File: src/source/pong_config.svh
`ifndef PONG_CONFIG_SVH
`define PONG_CONFIG_SVH

// playfield frame on the 640x480 raster
`define FIELD_LEFT      20
`define FIELD_RIGHT     620
`define FIELD_TOP       20
`define FIELD_BOTTOM    460
`define LINE_THICK      6

// dashed middle line, x bounds inclusive
`define MID_X_LO        317
`define MID_X_HI        323
`define DASH_LEN        10
`define DASH_PITCH      20
`define DASH_FIRST      36   // first dash of upper half
`define DASH_CENTER     235  // single centre dash
`define DASH_LOWER      254  // first dash of lower half
`define DASH_COUNT_HALF 10

// goal opening on both sides
`define GOAL_TOP        130
`define GOAL_BOTTOM     350

// left edge of each paddle column
`define P1_MAIN_X       40
`define P1_FWD_X        484  // football forward, also squash bat
`define P2_MAIN_X       594
`define P2_FWD_X        150
`define P2_SQ_X         500

// object sizes
`define PADDLE_W        6
`define BALL_HALF       4
`define BAT_HALF_SMALL  15
`define BAT_HALF_LARGE  25

// game mode codes
`define MODE_TENNIS     0
`define MODE_FOOTBALL   1
`define MODE_SQUASH     2
`define MODE_PRACTICE   3

`endif

File: src/source/pong_pkg.sv
`default_nettype none

package pong_pkg;

    // raster coordinate, same width for x and y
    typedef logic [10:0] coord_t;

    // game mode code
    typedef logic [1:0] mode_t;

    // paddle half height in lines
    typedef logic [5:0] half_size_t;

endpackage

`default_nettype wire

File: src/source/field_cfg_if.sv
`timescale 1ns/10ps
`default_nettype none

interface field_cfg_if;
    import pong_pkg::*;

    logic       mid_line;
    logic       goal_left;
    logic       goal_right;
    logic       squash_wall;
    logic       p1_main;
    logic       p1_fwd;
    logic       p2_main;
    logic       p2_fwd;
    logic       p2_squash;
    half_size_t paddle_half;

    modport source (output mid_line, goal_left, goal_right, squash_wall,
                    output p1_main, p1_fwd, p2_main, p2_fwd, p2_squash, paddle_half);

    modport field (input mid_line, goal_left, goal_right, squash_wall);

    modport objects (input p1_main, p1_fwd, p2_main, p2_fwd, p2_squash, paddle_half);

endinterface

`default_nettype wire

File: src/source/mode_decoder.sv
`timescale 1ns/10ps
`default_nettype none

`include "pong_config.svh"

module mode_decoder (
    input  wire                  clk,
    input  wire                  rst,
    input  wire pong_pkg::mode_t mode,
    input  wire                  bat_size,
    field_cfg_if.source          cfg
);
    import pong_pkg::*;

    logic       mid_line_nxt;
    logic       goal_left_nxt;
    logic       goal_right_nxt;
    logic       squash_wall_nxt;
    logic       p1_main_nxt;
    logic       p1_fwd_nxt;
    logic       p2_main_nxt;
    logic       p2_fwd_nxt;
    logic       p2_squash_nxt;
    half_size_t half_nxt;

    always_comb begin
        mid_line_nxt    = 1'b0;
        goal_left_nxt   = 1'b0;
        goal_right_nxt  = 1'b0;
        squash_wall_nxt = 1'b0;
        p1_main_nxt     = 1'b0;
        p1_fwd_nxt      = 1'b0;
        p2_main_nxt     = 1'b0;
        p2_fwd_nxt      = 1'b0;
        p2_squash_nxt   = 1'b0;
        case (mode)
            mode_t'(`MODE_TENNIS): begin
                mid_line_nxt = 1'b1;
                p1_main_nxt  = 1'b1;
                p2_main_nxt  = 1'b1;
            end
            mode_t'(`MODE_FOOTBALL): begin
                mid_line_nxt   = 1'b1;
                goal_left_nxt  = 1'b1;
                goal_right_nxt = 1'b1;
                p1_main_nxt    = 1'b1;
                p1_fwd_nxt     = 1'b1;
                p2_main_nxt    = 1'b1;
                p2_fwd_nxt     = 1'b1;
            end
            mode_t'(`MODE_SQUASH): begin
                goal_left_nxt   = 1'b1;
                squash_wall_nxt = 1'b1;
                p1_fwd_nxt      = 1'b1;
                p2_squash_nxt   = 1'b1;
            end
            default: begin // practice against the wall
                goal_left_nxt   = 1'b1;
                squash_wall_nxt = 1'b1;
                p1_fwd_nxt      = 1'b1;
            end
        endcase
    end

    assign half_nxt = bat_size ? half_size_t'(`BAT_HALF_SMALL) : half_size_t'(`BAT_HALF_LARGE);

    always_ff @(posedge clk or posedge rst) begin
        if (rst) begin
            cfg.mid_line    <= 1'b0;
            cfg.goal_left   <= 1'b0;
            cfg.goal_right  <= 1'b0;
            cfg.squash_wall <= 1'b0;
            cfg.p1_main     <= 1'b0;
            cfg.p1_fwd      <= 1'b0;
            cfg.p2_main     <= 1'b0;
            cfg.p2_fwd      <= 1'b0;
            cfg.p2_squash   <= 1'b0;
            cfg.paddle_half <= '0;
        end else begin
            cfg.mid_line    <= mid_line_nxt;
            cfg.goal_left   <= goal_left_nxt;
            cfg.goal_right  <= goal_right_nxt;
            cfg.squash_wall <= squash_wall_nxt;
            cfg.p1_main     <= p1_main_nxt;
            cfg.p1_fwd      <= p1_fwd_nxt;
            cfg.p2_main     <= p2_main_nxt;
            cfg.p2_fwd      <= p2_fwd_nxt;
            cfg.p2_squash   <= p2_squash_nxt;
            cfg.paddle_half <= half_nxt;
        end
    end

    // right player owns at most one bat on the right side
    a_p2_one_bat: assert property (@(posedge clk) disable iff (rst)
        !(cfg.p2_main && cfg.p2_squash));

    // only the two bat sizes once out of reset
    a_half_legal: assert property (@(posedge clk) disable iff (rst)
        !$past(rst) |-> (cfg.paddle_half == half_size_t'(`BAT_HALF_SMALL) ||
                         cfg.paddle_half == half_size_t'(`BAT_HALF_LARGE)));

endmodule

`default_nettype wire

File: src/source/field_renderer.sv
`timescale 1ns/10ps
`default_nettype none

`include "pong_config.svh"

module field_renderer (
    input  wire pong_pkg::coord_t x,
    input  wire pong_pkg::coord_t y,
    field_cfg_if.field            cfg,
    output logic                  field_px
);
    import pong_pkg::*;

    logic left_strip;
    logic right_strip;
    logic outside_goal;
    logic boundary;
    logic mid_col;
    logic dash_row;
    logic goals;
    logic wall;

    // lower bound inclusive, upper bound exclusive
    function automatic logic in_range(coord_t v, coord_t lo, coord_t hi);
        return (v >= lo) && (v < hi);
    endfunction

    assign left_strip  = in_range(x, coord_t'(`FIELD_LEFT),
                                  coord_t'(`FIELD_LEFT + `LINE_THICK));
    assign right_strip = in_range(x, coord_t'(`FIELD_RIGHT - `LINE_THICK),
                                  coord_t'(`FIELD_RIGHT));

    // top and bottom walls across the whole width
    assign boundary = in_range(x, coord_t'(`FIELD_LEFT), coord_t'(`FIELD_RIGHT)) &&
                      (in_range(y, coord_t'(`FIELD_TOP), coord_t'(`FIELD_TOP + `LINE_THICK)) ||
                       in_range(y, coord_t'(`FIELD_BOTTOM - `LINE_THICK),
                                coord_t'(`FIELD_BOTTOM)));

    assign mid_col = in_range(x, coord_t'(`MID_X_LO), coord_t'(`MID_X_HI + 1));

    always_comb begin
        dash_row = in_range(y, coord_t'(`DASH_CENTER), coord_t'(`DASH_CENTER + `DASH_LEN));
        for (int i = 0; i < `DASH_COUNT_HALF; i++) begin
            if (in_range(y, coord_t'(`DASH_FIRST + i * `DASH_PITCH),
                         coord_t'(`DASH_FIRST + i * `DASH_PITCH + `DASH_LEN))) begin
                dash_row = 1'b1; // upper half
            end
            if (in_range(y, coord_t'(`DASH_LOWER + i * `DASH_PITCH),
                         coord_t'(`DASH_LOWER + i * `DASH_PITCH + `DASH_LEN))) begin
                dash_row = 1'b1; // lower half
            end
        end
    end

    // side lines stop at the goal mouth
    assign outside_goal = in_range(y, coord_t'(`FIELD_TOP), coord_t'(`GOAL_TOP)) ||
                          in_range(y, coord_t'(`GOAL_BOTTOM), coord_t'(`FIELD_BOTTOM));

    assign goals = outside_goal && ((cfg.goal_left && left_strip) ||
                                    (cfg.goal_right && right_strip));

    // squash closes the left goal mouth
    assign wall = cfg.squash_wall && left_strip &&
                  in_range(y, coord_t'(`GOAL_TOP), coord_t'(`GOAL_BOTTOM));

    assign field_px = boundary || (cfg.mid_line && mid_col && dash_row) || goals || wall;

endmodule

`default_nettype wire

File: src/source/object_overlay.sv
`timescale 1ns/10ps
`default_nettype none

`include "pong_config.svh"

module object_overlay (
    input  wire                   clk,
    input  wire                   rst,
    input  wire pong_pkg::coord_t x,
    input  wire pong_pkg::coord_t y,
    input  wire pong_pkg::coord_t p1_y,
    input  wire pong_pkg::coord_t p2_y,
    input  wire pong_pkg::coord_t ball_x,
    input  wire pong_pkg::coord_t ball_y,
    input  wire                   field_px,
    field_cfg_if.objects          cfg,
    output logic                  px_data
);
    import pong_pkg::*;

    coord_t half;
    logic   p1_rows;
    logic   p2_rows;
    logic   p1_hit;
    logic   p2_hit;
    logic   sq_col;
    logic   ball_hit;
    logic   px_nxt;

    // paddle column, PADDLE_W wide from its left edge
    function automatic logic in_col(coord_t v, coord_t left);
        return (v >= left) && (v < left + coord_t'(`PADDLE_W));
    endfunction

    assign half = coord_t'(cfg.paddle_half);

    assign p1_rows = (y >= p1_y - half) && (y < p1_y + half);
    assign p2_rows = (y >= p2_y - half) && (y < p2_y + half);

    // squash bat has a two pixel slot in the middle
    assign sq_col = in_col(x, coord_t'(`P2_SQ_X)) &&
                    (x != coord_t'(`P2_SQ_X + 2)) && (x != coord_t'(`P2_SQ_X + 3));

    assign p1_hit = p1_rows && ((cfg.p1_main && in_col(x, coord_t'(`P1_MAIN_X))) ||
                                (cfg.p1_fwd && in_col(x, coord_t'(`P1_FWD_X))));

    assign p2_hit = p2_rows && ((cfg.p2_main && in_col(x, coord_t'(`P2_MAIN_X))) ||
                                (cfg.p2_fwd && in_col(x, coord_t'(`P2_FWD_X))) ||
                                (cfg.p2_squash && sq_col));

    // ball is always on, no enable
    assign ball_hit = (x >= ball_x - coord_t'(`BALL_HALF)) &&
                      (x < ball_x + coord_t'(`BALL_HALF)) &&
                      (y >= ball_y - coord_t'(`BALL_HALF)) &&
                      (y < ball_y + coord_t'(`BALL_HALF));

    assign px_nxt = field_px || p1_hit || p2_hit || ball_hit;

    always_ff @(posedge clk or posedge rst) begin
        if (rst) begin
            px_data <= 1'b0;
        end else begin
            px_data <= px_nxt;
        end
    end

    a_px_known: assert property (@(posedge clk) disable iff (rst) !$isunknown(px_data));

endmodule

`default_nettype wire

File: src/source/video_encoder.sv
`timescale 1ns/10ps
`default_nettype none

module video_encoder (
    input  wire                   clk,
    input  wire                   rst,
    input  wire                   bat_size,
    input  wire pong_pkg::mode_t  mode,
    input  wire pong_pkg::coord_t p1_y,
    input  wire pong_pkg::coord_t p2_y,
    input  wire pong_pkg::coord_t ball_x,
    input  wire pong_pkg::coord_t ball_y,
    input  wire pong_pkg::coord_t x,
    input  wire pong_pkg::coord_t y,
    output logic                  px_data
);

    logic field_px; // static lines only

    field_cfg_if cfg_bus ();

    mode_decoder i_mode_decoder (
        .clk      (clk),
        .rst      (rst),
        .mode     (mode),
        .bat_size (bat_size),
        .cfg      (cfg_bus.source)
    );

    field_renderer i_field_renderer (
        .x        (x),
        .y        (y),
        .cfg      (cfg_bus.field),
        .field_px (field_px)
    );

    object_overlay i_object_overlay (
        .clk      (clk),
        .rst      (rst),
        .x        (x),
        .y        (y),
        .p1_y     (p1_y),
        .p2_y     (p2_y),
        .ball_x   (ball_x),
        .ball_y   (ball_y),
        .field_px (field_px),
        .cfg      (cfg_bus.objects),
        .px_data  (px_data)
    );

endmodule

`default_nettype wire

File: config.mk
export PLATFORM = sky130hd
export DESIGN_NAME = video_encoder
export DESIGN_NICKNAME = d
export VERILOG_FILES = /design/src/source/pong_pkg.sv /design/src/source/field_cfg_if.sv /design/src/source/mode_decoder.sv /design/src/source/field_renderer.sv /design/src/source/object_overlay.sv /design/src/source/video_encoder.sv
export VERILOG_INCLUDE_DIRS = /design/src /design/src/source
export SDC_FILE = /design/constraint.sdc
export NUM_CORES = 1
export LEC_CHECK = 0
export BUFFER_PORTS_ARGS = -buffer_cell sky130_fd_sc_hd__buf_2
export CAP_MARGIN = 20
export CORE_ASPECT_RATIO = 1.5
export CORE_MARGIN = 3
export CORE_UTILIZATION = 29
export DETAILED_ROUTE_END_ITERATION = 12
export GPL_TIMING_DRIVEN = 0
export PLACE_DENSITY = 0.58
export SYNTH_ARGS = -nofsm -noshare
export SYNTH_HDL_FRONTEND = slang
export SYNTH_SLANG_ARGS = --single-unit
File: constraint.sdc
create_clock -name clk -period 3.95 [get_ports clk]
set_clock_uncertainty 0.05 [all_clocks]
set_input_delay 0.395 -clock clk [delete_from_list [all_inputs] [get_ports clk]]
set_output_delay 0.395 -clock clk [all_outputs]
set_load 0.01 [all_outputs]
==> results.md <==
- Status: finished, final reports clean
- Fin crit period: 3730 ps
- Share of layout cells above drive strength 1: 0.148
- Via density per instance: 5.18
- Clk_lat worst skew: 240 ps
- Max Freq: 268 MHz
- CORE AREA: 15,200 um2
- Slew HR: 0.642
- Cell count after synthesis: about 600
- Switch share: 0.434
- Pleak: between 2 and 2.5 nW
- Internal: between 0.0004 and 0.0005 W
- Worst hold slack: around 85 ps
- Worst endpoint required time: 3990 ps
- Endpoints failing setup: 0
- Clock buffer depth: 2
- Pwr dens: 165 nW/um2
- CTS Buf Count: 3
- Max Fanout on Critical Path: 5
- First-pass GRT wire length: 21.1 mm
- Via count: 4,530
- Synth-to-layout area growth: 15.7%
- Mean Syn Cell Area: 7.51 um2
- 1st-pass router iterations: 4
- Initial antenna violation count: 0
- Post-synthesis mux area share: 0.00469
- Largest family of logic cells by synthesized area: adder cells
- Synth cell types: between 50 and 60
- Primary FF master, synth: dfrtp_1
- CP Buf/Inv Count: 1
- CTS Root Cell: clkbuf_16
- Die Y: approximately 160 um
- Max-Cap Viols: 0
- Critical Path Max Stage Delay: 520 ps
- XOR/XNOR share of the synthesized area: 0.124
- Port Buf Inserts: 63
- Placed instance count: between 800 and 900
- Top Ports: 72
- Die Area: 17,200 um2
- Row cnt: 55
- # diodes: 0
- Syn_nets: 782
- GRT Residual Overflow: 0
- Maximum vdd drop: 0.110 mV
- Dpl hpwl: 10.8 mm
- Remaining antenna violation count: 0
- YS warnings: 0
- Cell Area, Synth: 4530 um2
- Commonest cells after routing, fill and taps aside: ha_1 (103), buf_2 (66), nor2_1 (42), nand2_1 (40), inv_1 (39)
- Total design power: 0.000863 W
- Largest net degree at the start of global routing: 14
- CTS tree: done
- DR WL/cell: around 15 um
- Worst Max-Slew Pin Slew: about 530 ps
- H-tree Lvls: 1
- Net Sw Power: approximately 0.00037 W
- Worst path top cell family by delay: simple AND/OR/NAND/NOR gates
- Commonest non-fill, non-tap cell in the layout: ha_1
- WP data arrival: roughly 3800 ps
- Crit path launch type: flip-flop
- Final period util: 0.945
- Ys async rst share: 1.00
- Fillers: 1,676
- Clock sink count: 9
- Clock power frac: 0.208
- Final #Nets: roughly 860
- Reg power frac: 0.117
- Slowest-stage cell, CP: or4_4
- Die X: ~110 um
- Yosys reg bits: 9
- Non-filler instance count after layout: around 870
- Clock input transition at the sequential cells of the worst setup and hold paths: 40 ps
- Number of synthesized flops with an enable pin: 0
- DRC: 0
- Logic gate share of total power: 0.675
- GPL Wtd Cong: 0.929
- Worst setup EP type: flip-flop
- RSZ-0062 raised after global routing: false
- Adder-cell share of the synthesized area: 0.305
- Simple-gate share of the synthesized area: 0.239
- Final WL: 12.8 mm
- Synth Area in Compound Gates: 0.213
- Initial Util: 0.298
- Endpoints failing hold: 0
- GRT Resource Usage Total: 0.148
- Sequential area share after synthesis: 0.0497
- Crit Path Class: reg2reg
- Vias in the first global route: 4,521
- Final slew viol count: 0
- Worst path cell trace: buf_4 > ha_1 > fa_1 > nand2b_1 > a21oi_1 > nor2_1 > nor2_1 > o21a_1 > nand3_1 > xor2_1 > ha_1 > a22oi_1 > nand2_1 > a31oi_1 > a211o_1 > nand4_1 > nand4_1 > or4_4
- DRT iter0 DRCs: 192
- Hold WC Path Type: in2async
-- worst paths after layout --
check                                                       startpoint                                           to  slack [ps]  cells after the start
setup / recovery           i_mode_decoder.cfg.paddle_half[3]$_DFF_PP0_           i_object_overlay.px_data$_DFF_PP0_         220                     18
hold / removal                                                     rst       i_mode_decoder.cfg.goal_left$_DFF_PP0_          80                      2
setup reg to reg           i_mode_decoder.cfg.paddle_half[3]$_DFF_PP0_           i_object_overlay.px_data$_DFF_PP0_         220                     18
hold reg to reg               i_mode_decoder.cfg.squash_wall$_DFF_PP0_           i_object_overlay.px_data$_DFF_PP0_         880                      5
max in group asynchronous                                          rst  i_mode_decoder.cfg.paddle_half[3]$_DFF_PP0_        3460                      2
min in group clk                                              bat_size  i_mode_decoder.cfg.paddle_half[2]$_DFF_PP0_         230                      1
-- sequential cells by signal (all words and copies together) (netlist names) --
signal,cells
i_mode_decoder.cfg.goal_right,1
i_mode_decoder.cfg.p2_squash,1
i_object_overlay.px_data,1
i_mode_decoder.cfg.squash_wall,1
i_mode_decoder.cfg.mid_line,1
i_mode_decoder.cfg.paddle_half,3
i_mode_decoder.cfg.goal_left,1
-- logic make-up (layout without fill, tap and decap cells) --
group | count (synthesis) | after routing
AO/OA/AOI/OAI | 149 | 149
multiplexers | 2 | 2
adder cells (fa/ha/maj) | 108 | 108
flip-flops | 9 | 9
other | 1 | 1
buffers and inverters | 64 | 136
AND/OR/NAND/NOR | 206 | 206
XOR/XNOR | 64 | 64
-- synthesized netlist by cell type, drive strengths merged (4+ instances only) --
| cell type | n | area [um2] |
|---|---|---|
| a211oi | 6 | 45.0 |
| a21o | 9 | 67.6 |
| a21oi | 34 | 170 |
| a31oi | 7 | 43.8 |
| and3 | 8 | 50.1 |
| buf | 12 | 97.6 |
| clkbuf | 12 | 45.0 |
| dfrtp | 9 | 225 |
| fa | 4 | 80.1 |
| ha | 104 | 1300 |
| inv | 40 | 150 |
| nand2 | 40 | 150 |
| nand2b | 13 | 81.3 |
| nand3 | 20 | 100 |
| nand4 | 22 | 138 |
| nor2 | 42 | 158 |
| nor2b | 12 | 75.1 |
| nor3 | 21 | 110 |
| nor4 | 4 | 31.3 |
| nor4b | 4 | 35.0 |
| o2111ai | 4 | 35.0 |
| o211ai | 6 | 45.0 |
| o21a | 13 | 97.6 |
| o21ai | 38 | 190 |
| o22ai | 5 | 31.3 |
| or3 | 6 | 42.5 |
| xnor2 | 32 | 280 |
| xor2 | 32 | 280 |
-- cell type report --
class,count,area [um2],area share
sequential,9,228,0.0434
tap,199,249,0.0475
timing repair buffer,68,353,0.0673
inverter,40,154,0.0294
buffer,24,143,0.0272
clock buffer,4,78.8,0.0150
multi-input combinational,530,4040,0.770
-- power groups by stage --
stage	Combinational [W]	Clock, W	Sequential, W
finish	0.000582	0.000180	0.000101
global route	0.000676	0.000192	0.000102
CTS	0.000584	0.000184	0.000102
detailed placement	0.000574	0	0.000104
global placement	0.000569	0	0.000104
floorplan	0.000398	0	0.000102
-- repair_timing --
action	CTS	global route
resized for setup	3	9
hold buffers	0	0
buffers inserted	5	0
cloned	0	0
pin swaps	0	2
setup endpoints to repair	1	1
-- layer usage --
layer / vias up / track usage / share of wire / wire [um]
li1: 2359 / - / - / -
met1: 2080 / 0.160 / 0.40 / 5080
met2: 80 / 0.303 / 0.55 / 7110
met3: 11 / 0.0138 / 0.032 / 409
met4: 0 / 0.0207 / 0.016 / 211
met5: - / 0 / 0 / 0
-- stage by stage --
stage	utilization	TNS (ps)	instance area (um2)	setup slack, ps
floorplan	-	0	4530	473
global placement	0.335	-212	5090	-212
finish	0.345	0	5240	216
global route	0.345	0	5240	7.89
CTS	0.343	0	5220	47.1
detailed placement	0.335	-166	5090	-166
No activity file was read; power rests on OpenSTA's default activity.
